===== src/hdl/fe_regs_pkg.sv =====
// settings-bus and readback address map plus control-word bit positions of a front-end channel

package fe_regs_pkg;

   typedef logic [7:0] fe_addr_t;

   ////////////////////////////////
   // settings write addresses
   ////////////////////////////////
   localparam fe_addr_t REG_FE_CTRL  = 8'h00;  // staged control word
   localparam fe_addr_t REG_MISC_OUT = 8'h01;  // per-channel misc out

   // readback addresses
   localparam fe_addr_t RB_CTRL_STAGED = 8'h00;
   localparam fe_addr_t RB_CTRL_ACTIVE = 8'h01;
   localparam fe_addr_t RB_MISC_IN     = 8'h02;  // misc in of the channel's radio

   ////////////////////////////////
   // control word, low 6 bits used
   ////////////////////////////////
   localparam int CTRL_IQ_SWAP = 0;
   localparam int CTRL_INV_I   = 1;
   localparam int CTRL_INV_Q   = 2;
   localparam int CTRL_RX_EN   = 3;
   localparam int CTRL_TX_EN   = 4;
   localparam int CTRL_ANT_RX2 = 5;  // RX LED instead of TX/RX LED

   typedef logic [31:0] fe_ctrl_t;

endpackage


===== src/hdl/radio_types_pkg.sv =====
// sample, LED and channel-count types shared by the radio front-end RTL and its testbench

package radio_types_pkg;

   ////////////////////////////////
   // channel counts
   ////////////////////////////////
   localparam int NUM_RADIOS      = 2;
   localparam int CHANS_PER_RADIO = 2;  // both channels of a radio share one ADC
   localparam int NUM_CHANS       = NUM_RADIOS * CHANS_PER_RADIO;

   ////////////////////////////////
   // payload types
   ////////////////////////////////

   // complex sample, I in [31:16], Q in [15:0]
   typedef logic [31:0] sample_t;

   // LED triple {RX, TXRX_TX, TXRX_RX}
   typedef logic [2:0] led_t;

   // front-end channel index
   typedef logic [1:0] chan_sel_t;

endpackage


===== src/hdl/radio_ifs.sv =====
// settings-bus and per-channel output interfaces connecting the input stage, channels and pin map
`timescale 1ns/1ps

// plain strobe bus, no ready, the addressed channel always takes the write
interface set_bus_if import radio_types_pkg::*, fe_regs_pkg::*; ();
   logic      stb;
   chan_sel_t chan;
   fe_addr_t  addr;
   logic [31:0] data;

   modport src (output stb, output chan, output addr, output data);
   modport snk (input stb, input chan, input addr, input data);
endinterface

// everything one channel presents to the output map
interface fe_out_if import radio_types_pkg::*, fe_regs_pkg::*; ();
   sample_t     rx;           // corrected rx sample
   logic        rx_valid;     // active RX_EN
   sample_t     tx;           // corrected tx, zero while TX_EN is off
   led_t        led;
   logic [31:0] misc_out;
   fe_ctrl_t    ctrl_staged;
   fe_ctrl_t    ctrl_active;

   modport chan (
      output rx, output rx_valid, output tx, output led,
      output misc_out, output ctrl_staged, output ctrl_active
   );
   modport map (
      input rx, input rx_valid, input tx, input led,
      input misc_out, input ctrl_staged, input ctrl_active
   );
endinterface


===== src/hdl/fe_channel.sv =====
// one front-end channel: staged/active control, IQ swap and sign correction on rx and tx, LEDs
`timescale 1ns/1ps

module fe_channel import radio_types_pkg::*, fe_regs_pkg::*; #(
   parameter int CHAN_INDEX = 0,
   parameter bit HAS_TX     = 1'b1   // channel drives a DAC
) (
   input  logic    radio_clk,
   input  logic    i_arst_n,
   input  sample_t i_rx,
   input  sample_t i_tx_src,
   input  logic    i_sync_pulse,
   set_bus_if.snk  set_bus,
   fe_out_if.chan  fe_out
);

   fe_ctrl_t    ctrl_staged;
   fe_ctrl_t    ctrl_active;
   logic [31:0] misc_out;
   sample_t     rx_q;
   sample_t     tx_q;
   logic        wr_en;

   // swap first, then negate I, then negate Q
   function automatic sample_t fe_correct(input sample_t s, input fe_ctrl_t c);
      logic [15:0] i_part;
      logic [15:0] q_part;
      i_part = c[CTRL_IQ_SWAP] ? s[15:0] : s[31:16];
      q_part = c[CTRL_IQ_SWAP] ? s[31:16] : s[15:0];
      if (c[CTRL_INV_I])
         i_part = -i_part;
      if (c[CTRL_INV_Q])
         q_part = -q_part;
      return {i_part, q_part};
   endfunction

   assign wr_en = set_bus.stb && (set_bus.chan == chan_sel_t'(CHAN_INDEX));

   //////////////////////////////
   // control registers
   //////////////////////////////
   always_ff @(posedge radio_clk or negedge i_arst_n) begin
      if (!i_arst_n) begin
         ctrl_staged <= '0;
         ctrl_active <= '0;
         misc_out    <= '0;
      end else begin
         if (wr_en && set_bus.addr == REG_FE_CTRL)
            ctrl_staged <= set_bus.data;
         if (wr_en && set_bus.addr == REG_MISC_OUT)
            misc_out <= set_bus.data;
         if (i_sync_pulse)
            ctrl_active <= ctrl_staged;   // all channels switch on the same pulse
      end
   end

   //////////////////////////////
   // sample paths
   //////////////////////////////
   always_ff @(posedge radio_clk or negedge i_arst_n) begin
      if (!i_arst_n) begin
         rx_q <= '0;
         tx_q <= '0;
      end else begin
         rx_q <= fe_correct(i_rx, ctrl_active);
         if (HAS_TX && ctrl_active[CTRL_TX_EN])
            tx_q <= fe_correct(i_tx_src, ctrl_active);
         else
            tx_q <= '0;   // DAC idles at zero
      end
   end

   assign fe_out.rx          = rx_q;
   assign fe_out.rx_valid    = ctrl_active[CTRL_RX_EN];
   assign fe_out.tx          = tx_q;
   assign fe_out.misc_out    = misc_out;
   assign fe_out.ctrl_staged = ctrl_staged;
   assign fe_out.ctrl_active = ctrl_active;

   // {RX, TXRX_TX, TXRX_RX}
   assign fe_out.led = {
      ctrl_active[CTRL_RX_EN] &  ctrl_active[CTRL_ANT_RX2],
      ctrl_active[CTRL_TX_EN] &  HAS_TX,
      ctrl_active[CTRL_RX_EN] & ~ctrl_active[CTRL_ANT_RX2]
   };

endmodule


===== src/hdl/radio_core_top.sv =====
// radio front-end top level: input stage, four correction channels and the pin/readback map
`timescale 1ns/1ps

module radio_core_top import radio_types_pkg::*, fe_regs_pkg::*; (
   input  logic        radio_clk,
   input  logic        i_arst_n,
   // ADC and upstream tx
   input  sample_t     i_rx0,
   input  sample_t     i_rx1,
   input  sample_t     i_tx0_src,
   input  sample_t     i_tx1_src,
   // timing
   input  logic        i_pps,
   input  logic        i_time_sync,
   input  logic [31:0] i_radio0_misc_in,
   input  logic [31:0] i_radio1_misc_in,
   // settings bus
   input  logic        i_set_stb,
   input  chan_sel_t   i_set_chan,
   input  fe_addr_t    i_set_addr,
   input  logic [31:0] i_set_data,
   // readback
   input  chan_sel_t   i_rb_chan,
   input  fe_addr_t    i_rb_addr,
   output logic [31:0] o_rb_data,
   // outputs
   output sample_t     o_rx_data [NUM_CHANS],
   output logic [NUM_CHANS-1:0] o_rx_valid,
   output sample_t     o_tx0,
   output sample_t     o_tx1,
   output led_t        o_radio_led0,
   output led_t        o_radio_led1,
   output logic [31:0] o_radio0_misc_out,
   output logic [31:0] o_radio1_misc_out,
   output logic        o_pps_pulse
);

   sample_t     rx_fan  [NUM_CHANS];
   logic [31:0] misc_in [NUM_RADIOS];
   logic        sync_pulse;

   set_bus_if set_bus ();
   fe_out_if  fe_out [NUM_CHANS] ();

   radio_input_stage u_input (
      .radio_clk   (radio_clk),
      .i_arst_n    (i_arst_n),
      .i_rx0       (i_rx0),
      .i_rx1       (i_rx1),
      .i_pps       (i_pps),
      .i_time_sync (i_time_sync),
      .i_misc_in0  (i_radio0_misc_in),
      .i_misc_in1  (i_radio1_misc_in),
      .i_set_stb   (i_set_stb),
      .i_set_chan  (i_set_chan),
      .i_set_addr  (i_set_addr),
      .i_set_data  (i_set_data),
      .o_rx_fan    (rx_fan),
      .o_pps_pulse (o_pps_pulse),
      .o_sync_pulse(sync_pulse),
      .o_misc_in   (misc_in),
      .set_bus     (set_bus.src)
   );

   //////////////////////////////
   // channels 0,1 on radio 0 and 2,3 on radio 1
   //////////////////////////////
   for (genvar g = 0; g < NUM_CHANS; g++) begin : g_fe
      fe_channel #(
         .CHAN_INDEX (g),
         .HAS_TX     ((g % CHANS_PER_RADIO) == 0)   // only channel A feeds the DAC
      ) u_chan (
         .radio_clk   (radio_clk),
         .i_arst_n    (i_arst_n),
         .i_rx        (rx_fan[g]),
         .i_tx_src    ((g < CHANS_PER_RADIO) ? i_tx0_src : i_tx1_src),
         .i_sync_pulse(sync_pulse),
         .set_bus     (set_bus.snk),
         .fe_out      (fe_out[g].chan)
      );
   end

   radio_output_map u_map (
      .radio_clk        (radio_clk),
      .i_arst_n         (i_arst_n),
      .i_misc_in        (misc_in),
      .i_rb_chan        (i_rb_chan),
      .i_rb_addr        (i_rb_addr),
      .fe_out           (fe_out),
      .o_rx_data        (o_rx_data),
      .o_rx_valid       (o_rx_valid),
      .o_tx0            (o_tx0),
      .o_tx1            (o_tx1),
      .o_radio_led0     (o_radio_led0),
      .o_radio_led1     (o_radio_led1),
      .o_radio0_misc_out(o_radio0_misc_out),
      .o_radio1_misc_out(o_radio1_misc_out),
      .o_rb_data        (o_rb_data)
   );

endmodule


===== src/hdl/radio_input_stage.sv =====
// input stage: syncs PPS and time sync to radio_clk and registers samples, misc in and settings
`timescale 1ns/1ps

module radio_input_stage import radio_types_pkg::*, fe_regs_pkg::*; (
   input  logic        radio_clk,
   input  logic        i_arst_n,
   input  sample_t     i_rx0,
   input  sample_t     i_rx1,
   input  logic        i_pps,
   input  logic        i_time_sync,
   input  logic [31:0] i_misc_in0,
   input  logic [31:0] i_misc_in1,
   input  logic        i_set_stb,
   input  chan_sel_t   i_set_chan,
   input  fe_addr_t    i_set_addr,
   input  logic [31:0] i_set_data,
   output sample_t     o_rx_fan [NUM_CHANS],
   output logic        o_pps_pulse,
   output logic        o_sync_pulse,
   output logic [31:0] o_misc_in [NUM_RADIOS],
   set_bus_if.src      set_bus
);

   logic [2:0] pps_sr;   // two sync flops plus edge history
   logic [2:0] sync_sr;
   sample_t    rx_q [NUM_RADIOS];

   //////////////////////////////
   // PPS and time sync
   //////////////////////////////
   always_ff @(posedge radio_clk or negedge i_arst_n) begin
      if (!i_arst_n) begin
         pps_sr       <= '0;
         sync_sr      <= '0;
         o_pps_pulse  <= 1'b0;
         o_sync_pulse <= 1'b0;
      end else begin
         pps_sr       <= {pps_sr[1:0], i_pps};
         sync_sr      <= {sync_sr[1:0], i_time_sync};
         o_pps_pulse  <= pps_sr[1] & ~pps_sr[2];   // rising edge, one cycle
         o_sync_pulse <= sync_sr[1] & ~sync_sr[2];
      end
   end

   //////////////////////////////
   // samples, misc in, settings
   //////////////////////////////
   always_ff @(posedge radio_clk or negedge i_arst_n) begin
      if (!i_arst_n) begin
         rx_q[0]      <= '0;
         rx_q[1]      <= '0;
         o_misc_in[0] <= '0;
         o_misc_in[1] <= '0;
         set_bus.stb  <= 1'b0;
         set_bus.chan <= '0;
         set_bus.addr <= '0;
         set_bus.data <= '0;
      end else begin
         rx_q[0]      <= i_rx0;
         rx_q[1]      <= i_rx1;
         o_misc_in[0] <= i_misc_in0;
         o_misc_in[1] <= i_misc_in1;
         set_bus.stb  <= i_set_stb;
         set_bus.chan <= i_set_chan;
         set_bus.addr <= i_set_addr;
         set_bus.data <= i_set_data;
      end
   end

   // one ADC stream feeds both channels of its radio
   for (genvar c = 0; c < NUM_CHANS; c++) begin : g_fan
      assign o_rx_fan[c] = rx_q[c / CHANS_PER_RADIO];
   end

endmodule


===== src/hdl/radio_output_map.sv =====
// maps the four channels onto DAC, LED and misc pins and answers readback requests
`timescale 1ns/1ps

module radio_output_map import radio_types_pkg::*, fe_regs_pkg::*; (
   input  logic        radio_clk,
   input  logic        i_arst_n,
   input  logic [31:0] i_misc_in [NUM_RADIOS],
   input  chan_sel_t   i_rb_chan,
   input  fe_addr_t    i_rb_addr,
   fe_out_if.map       fe_out [NUM_CHANS],
   output sample_t     o_rx_data [NUM_CHANS],
   output logic [NUM_CHANS-1:0] o_rx_valid,
   output sample_t     o_tx0,
   output sample_t     o_tx1,
   output led_t        o_radio_led0,
   output led_t        o_radio_led1,
   output logic [31:0] o_radio0_misc_out,
   output logic [31:0] o_radio1_misc_out,
   output logic [31:0] o_rb_data
);

   // flat copies so readback can index by channel
   fe_ctrl_t staged [NUM_CHANS];
   fe_ctrl_t active [NUM_CHANS];
   led_t     led    [NUM_CHANS];

   for (genvar c = 0; c < NUM_CHANS; c++) begin : g_chan
      assign o_rx_data[c]  = fe_out[c].rx;
      assign o_rx_valid[c] = fe_out[c].rx_valid;
      assign staged[c]     = fe_out[c].ctrl_staged;
      assign active[c]     = fe_out[c].ctrl_active;
      assign led[c]        = fe_out[c].led;
   end

   // overlay of both channels rather than one LED per channel
   assign o_radio_led0 = led[0] | led[1];
   assign o_radio_led1 = led[2] | led[3];

   //////////////////////////////
   // DAC, misc out, readback
   //////////////////////////////
   always_ff @(posedge radio_clk or negedge i_arst_n) begin
      if (!i_arst_n) begin
         o_tx0             <= '0;
         o_tx1             <= '0;
         o_radio0_misc_out <= '0;
         o_radio1_misc_out <= '0;
         o_rb_data         <= '0;
      end else begin
         o_tx0             <= fe_out[0].tx;        // channel A of radio 0
         o_tx1             <= fe_out[2].tx;        // channel A of radio 1
         o_radio0_misc_out <= fe_out[0].misc_out;
         o_radio1_misc_out <= fe_out[2].misc_out;
         case (i_rb_addr)
            RB_CTRL_STAGED: o_rb_data <= staged[i_rb_chan];
            RB_CTRL_ACTIVE: o_rb_data <= active[i_rb_chan];
            RB_MISC_IN:     o_rb_data <= i_misc_in[i_rb_chan / CHANS_PER_RADIO];
            default:        o_rb_data <= '0;
         endcase
      end
   end

endmodule


===== config.mk =====
export PLATFORM = sky130hd
export DESIGN_NAME = radio_core_top
export DESIGN_NICKNAME = d
export VERILOG_FILES = /design/src/hdl/fe_regs_pkg.sv /design/src/hdl/radio_types_pkg.sv /design/src/hdl/radio_ifs.sv /design/src/hdl/fe_channel.sv /design/src/hdl/radio_core_top.sv /design/src/hdl/radio_input_stage.sv /design/src/hdl/radio_output_map.sv
export SDC_FILE = /design/constraint.sdc
export NUM_CORES = 1
export LEC_CHECK = 0
export BUFFER_PORTS_ARGS = -buffer_cell sky130_fd_sc_hd__buf_4
export CORE_MARGIN = 1
export CORE_UTILIZATION = 35
export CTS_BUF_LIST = sky130_fd_sc_hd__clkbuf_4
export CTS_CLUSTER_DIAMETER = 120
export DETAILED_ROUTE_END_ITERATION = 10
export PLACE_DENSITY_LB_ADDON = 0.05
export SYNTH_ARGS = -nofsm -noshare
export SYNTH_HDL_FRONTEND = slang
export SYNTH_SLANG_ARGS = --single-unit

===== constraint.sdc =====
create_clock -name radio_clk -period 5.44 [get_ports radio_clk]
set_clock_uncertainty 0.1 [all_clocks]
set_input_delay 1.088 -clock radio_clk [delete_from_list [all_inputs] [get_ports radio_clk]]
set_output_delay 1.088 -clock radio_clk [all_outputs]
set_load 0.1 [all_outputs]

Word-level counts from Yosys, hierarchy flattened
Index checks and enable logic that the tools add are counted.
Storage, ports and cells
  register bits: 851
  input bits: 249
  output and inout bits: 299
Operators by class
  add/subtract/negate cells: 12
  $lt $le $gt $ge: 2
  equal/unequal tests: 6
  mux-type cells: 36
  bitwise logic cells: 20
  reduce and logical (&&, ||, !) cells: 13
Operator list (count)
  $mux 16: 24
  $mux 32: 9
  $neg 16->16: 12
  $bmux 32 s2: 2
  $pmux 32 s3: 1
  $ge 33x2->1 const B: 1
  $not 1->33: 1
  $eq 8x1->1 const B: 2
  $logic_not 8->1: 2
  $and 1x1->1: 10
  $logic_and 1x1->1: 10
  $eq 8x2->1 const B: 1
  $not 1->1: 6
  $or 3x3->3: 2
  $eq 2x2->1 const B: 2
  $ge 3x3->1 const B: 1
  $not 2->3: 1
  $eq 2x1->1 const B: 1
  $logic_not 2->1: 1

Depth between registers and ports, before layout
  word-level depth: 5
  depth in mapped cells: 12
  mapped depth without buffers: 6

Hierarchy
A second synthesis with hierarchy kept.
Second synthesis, totals
  cells, all modules: 3133
  area, all modules: 40963.0 um^2
Modules (own cells, without submodules)
  fe_channel (g_fe[0].u_chan): instances 1, cells an instance 698, area each 8187.9 um^2, sequential area each 4003.8 um^2
  fe_channel (g_fe[2].u_chan): instances 1, cells an instance 692, area each 8092.8 um^2, sequential area each 4003.8 um^2
  radio_output_map: instances 1, cells an instance 528, area each 7631.1 um^2, sequential area each 4003.8 um^2
  fe_channel (g_fe[1].u_chan): instances 1, cells an instance 485, area each 6034.5 um^2, sequential area each 3203.1 um^2
  fe_channel (g_fe[3].u_chan): instances 1, cells an instance 485, area each 6029.5 um^2, sequential area each 3203.1 um^2
  radio_input_stage: instances 1, cells an instance 245, area each 4987.3 um^2, sequential area each 4479.3 um^2

Worst setup path before layout
Ideal clock, no wire load.
  path kind: reg-to-output
  from: register g_fe[1].u_chan.ctrl_active[3]
  to: output o_radio_led0[0]
  arrival time: 1894 ps
  setup slack: 2358 ps
  cell stages (with the launch flop): 3
  cells stage by stage: dfrtp_1 > inv_1 > o22ai_1
On the way
  cells in the longest elaborated chain, start to end: 2
Ends and longest elaborated chain
  start: declaration: line fe_channel.sv:18  | fe_ctrl_t ctrl_active;
  start signal: assignment: line fe_channel.sv:53  | ctrl_active <= ctrl_staged;
  $and 1x1->1: line fe_channel.sv:84  | ctrl_active[CTRL_RX_EN] & ~ctrl_active[CTRL_ANT_RX2]
  $or 3x3->3: line radio_output_map.sv:36  | assign o_radio_led0 = led[0] | led[1];
  end: declaration: line radio_core_top.sv:31  | output led_t o_radio_led0,
Every way passes these cells.

Worst setup path after layout
  from: register g_fe[0].u_chan.ctrl_active[3]
  to: output o_radio_led0[0]
On the way
  cells in the longest elaborated chain, start to end: 2
Ends and longest elaborated chain (line)
  start: declaration: fe_channel.sv:18
  start signal: assignment: fe_channel.sv:53
  $and 1x1->1: fe_channel.sv:84
  $or 3x3->3: radio_output_map.sv:36
Every way passes these cells.

==> flow_metrics.py <==
metrics = {
    "pwr": {
        "cell_internal_pwr_w": 0.00999,
        "netSwitchingPower_w": 0.00395,
        "seq_power_share_pct": 48.0,
        "power.ir.vdd_worst_uv": 191,
        "power-per-cell-area_nw_per_um2": 301,
        "p_leak_nw": 21.2,
        "p_comb_share_pct": 11.0,
        "swShare_pct": 28.4,
        "power.share.clock_pct": 41.0,
    },
    "routing": {
        "routed_wire_length_per_instance_um": 21.6,
        "detail_route.vias_per_cell": 4.99,
        "routed-via-count": 25400,
        "totalWireLength_um": 110000,
        "postRouteAntennaNets": 0,
        "route.detailed.drc": 0,
        "detailedRoute.firstPassIterationCount": 5,
        "drt-initial-drc-count": 1550,
    },
    "place": {
        "routabilityCongestion": 0.853,
        "dp_worst_setup_slack_ns": 2.15,
        "hpwlAfterDp_um": 73700,
        "portbufs": 547,
    },
    "grt": {
        "grt_overflow": 0,
        "grt_first_pass_wirelength_um": 166000,
        "grt_use_total_pct": 21.1,
        "first_global_vias": 26800,
        "grt_max_degree": 108,
        "grt_antenna_before_repair": 5,
    },
    "synthesis": {
        "synth_seq_area_share_pct": 58.8,
        "netlist_area_um2": 36200,
        "ys.warnings.count": 0,
        "cell_type_with_the_largest_total_area_after_synthesis": "sky130_fd_sc_hd__dfrtp_1",
        "synthTopCellsByArea": "sky130_fd_sc_hd__dfrtp_1, sky130_fd_sc_hd__mux2_2, sky130_fd_sc_hd__mux2i_1, sky130_fd_sc_hd__mux4_2, sky130_fd_sc_hd__xor2_1",
        "synth_top_flop_cell": "sky130_fd_sc_hd__dfrtp_1",
        "syn-num-nets": 2987,
        "syn_area_per_cell_um2": 13.3,
        "synth.ff_latch_count": 851,
        "post_synth_num_cell_types": 70,
        "synth.top_cell.area_share_pct": 58.8,
        "ys_async_sr_fraction_pct": 100,
        "synth_enable_flop_cells": 0,
        "synthCells": 2726,
    },
    "min_path": {
        "hold_start": "g_fe[0].u_chan.fe_out.tx[10]",
        "hold-path-endpoint": "u_map.o_tx0[10]",
        "hold-path-cell-count": 0,
        "holdCritPathClass": "reg -> reg",
    },
    "clock_network": {
        "clock_tree.root_cell": "sky130_fd_sc_hd__clkbuf_4",
        "clock_tree.htree_level_count": 4,
        "worst_skew_pair.late_latency_ns": 1.14,
        "numCtsBuffers": 230,
        "tritoncts": "done",
        "clock_slew_at_the_register_clock_pins_of_the_worst_setup_and_hold_paths_ns": 0.06,
        "clock_sinks": 851,
        "cts-root-to-sink-buffers": 3,
    },
    "setup_path": {
        "crit_fanout": 4,
        "setup.reg_to_reg.worst_slack_ns": 2.14,
        "timing_worst_setup_path_type": "reg -> out",
        "critical_path.endpoint_type": "primary output",
        "worstReg2RegEnd": "g_fe[0].u_chan.fe_out.tx[30]",
        "required_ns": 4.25,
        "r2r.worst_path.cells": 7,
        "critical_path.startpoint_type": "register",
        "reg_to_reg_critical_path_startpoint": "g_fe[0].u_chan.fe_out.ctrl_active[0]",
        "cp_data_arrival_time_ns": 2.26,
    },
    "timing": {
        "timing.setup.tns_ns": 0,
        "timing.final.max_slew_violations": 0,
        "worst_pin_slew_ns": 1.09,
        "fin_crit_ns": 3.45,
        "timing.fmax_ghz": 0.290,
        "worst_slack_ns": 1.99,
        "min_period_over_period_pct": 63.4,
        "slew_headroom_pct": 27.0,
        "setup_viol": 0,
        "hold_violations": 0,
        "rsz0062_at_grt": "no",
    },
    "layout": {
        "layout_commonest_cell": "sky130_fd_sc_hd__dfrtp_1",
        "drive_above_1_share_pct": 37.2,
        "final_net_count": 3774,
        "layout_common_cells": "sky130_fd_sc_hd__dfrtp_1, sky130_fd_sc_hd__buf_4, sky130_fd_sc_hd__clkbuf_4, sky130_fd_sc_hd__mux2_2, sky130_fd_sc_hd__mux2i_1",
        "area_delta_synth_final_pct": 28.1,
    },
    "floorplanning": {
        "floorplan.die_area_um2": 105000,
        "num_rows": 117,
        "core_region_area_um2": 102000,
        "starting_density_of_the_core_pct": 35.4,
        "die_w_um": 324,
        "floorplan.die.height_um": 324,
        "floorplan.io_pins": 548,
    },
    "status": {
        "outcome": "finished clean",
    },
    "run": {
        "max-cap-violations": 0,
    },
}
worst max path at each step:
| stage | from | end | slack (ns) | depth (start not counted) |
|---|---|---|---|---|
| 4_1_cts | g_fe[0].u_chan.fe_out.ctrl_active[3] | o_radio_led0[0] | 1.84 | 3 |
| 3_5_place_dp | i_rb_chan[1] | u_map.o_rb_data[19] | 2.15 | 6 |
| 5_1_grt | g_fe[0].u_chan.fe_out.ctrl_active[3] | o_radio_led0[0] | 1.78 | 3 |
| 2_1_floorplan | g_fe[1].u_chan.fe_out.ctrl_active[3] | o_radio_led0[0] | 2.36 | 2 |
| 6_report | g_fe[0].u_chan.fe_out.ctrl_active[3] | o_radio_led0[0] | 1.99 | 3 |
| 3_3_place_gp | i_rb_chan[1] | u_map.o_rb_data[19] | 2.20 | 6 |
state kept, by name (all words and copies together), names as in the netlist:
name / cells
g_fe.u_chan.fe_out.rx: 128
u_input.o_misc_in: 64
u_input.set_bus.stb: 1
u_map.o_rb_data: 32
g_fe.u_chan.fe_out.tx: 64
u_input.o_pps_pulse: 1
u_input.set_bus.addr: 8
u_input.set_bus.chan: 2
u_map.o_tx1: 32
g_fe.u_chan.fe_out.ctrl_staged: 128
g_fe.u_chan.fe_out.ctrl_active: 128
u_map.o_tx0: 32
g_fe.u_chan.fe_out.misc_out: 64
u_map.o_radio0_misc_out: 32
u_input.set_bus.data: 32
u_input.o_sync_pulse: 1
u_input.o_rx_fan: 64
u_map.o_radio1_misc_out: 32
u_input.sync_sr: 3
u_input.pps_sr: 3
cell usage after synthesis (all sizes together) (12+ instances only):
library cell / count
xor2: 83
o22ai: 43
nor3b: 36
nand3: 19
nor4: 41
mux2i: 271
ha: 12
inv: 28
xnor2: 56
o21a: 12
a211oi: 14
dfrtp: 851
mux2: 321
o31ai: 14
and2: 34
mux4: 65
nand2: 79
buf: 87
clkbuf: 120
nor3: 109
o21ai: 84
or3: 21
nor2: 112
a21oi: 81
cell families after synthesis:
logic type	after synthesis	share of synthesized area, %
DFF	851	58.8
muxes	657	21.5
and+or+nand+nor	518	7.66
AOI/OAI and AO/OA	314	5.42
buffers and inverters	235	2.78
xor gates and xnor gates	139	3.36
adders and majority gates	12	0.415
power by group through the flow:
stage	combinational [W]	sequential, W	clock, W
2_1_floorplan	0.000484	0.00713	0
3_3_place_gp	0.00143	0.00682	0
3_5_place_dp	0.00144	0.00682	0
4_1_cts	0.00155	0.00670	0.00599
5_1_grt	0.00164	0.00672	0.00635
6_report	0.00153	0.00670	0.00572
metal layers:
layer  part of all wire, %  global-route usage [%]  vias to the layer above
met1                    42                    26.6                    12900
met2                    50                    35.5                      745
met3                   5.7                    4.84                      199
met4                   2.5                    7.16                        2
met5                 0.012                       0                        -
li1                      -                       -                    11500
critical path, cell delays in order, from the launching register on:
cell                      delay, ns
sky130_fd_sc_hd__dfrtp_1       0.47
sky130_fd_sc_hd__inv_1         0.11
sky130_fd_sc_hd__o22ai_1       0.18
sky130_fd_sc_hd__buf_4         0.36
per-stage QoR:
| stage | total power [W] | instances | hold WS [ns] | util, % | cell area [um2] |
|---|---|---|---|---|---|
| 2_1_floorplan | 0.00761 | 2726 | 0.231 | - | 36200 |
| 3_3_place_gp | 0.00825 | 4475 | 0.232 | 40.7 | 41600 |
| 3_5_place_dp | 0.00826 | 4475 | 0.236 | 40.7 | 41600 |
| 4_1_cts | 0.0142 | 5070 | 0.102 | 45.3 | 46300 |
| 5_1_grt | 0.0147 | 5081 | 0.125 | 45.4 | 46300 |
| 6_report | 0.0139 | 5086 | 0.210 | 45.4 | 46400 |
cell type report:
class / count / area (um2)
antenna: 16 / 40.0
clock buffer: 347 / 2610
clock inverter: 74 / 383
fill: 9582 / 55800
inverter: 28 / 105
multi-input combinational: 1640 / 13900
sequential: 851 / 21300
tap: 1368 / 1710
timing repair buffer: 762 / 6270
repair_timing:
| item | 4_1_cts | 5_1_grt |
|---|---|---|
| endpoints found under the hold margin | 268 | 0 |
| gates resized for setup | 0 | 0 |
| endpoints found under the setup margin | 0 | 0 |
| buffers inserted | 0 | 0 |
| hold buffers | 174 | 0 |
No activity file was read; power rests on OpenSTA's default activity.
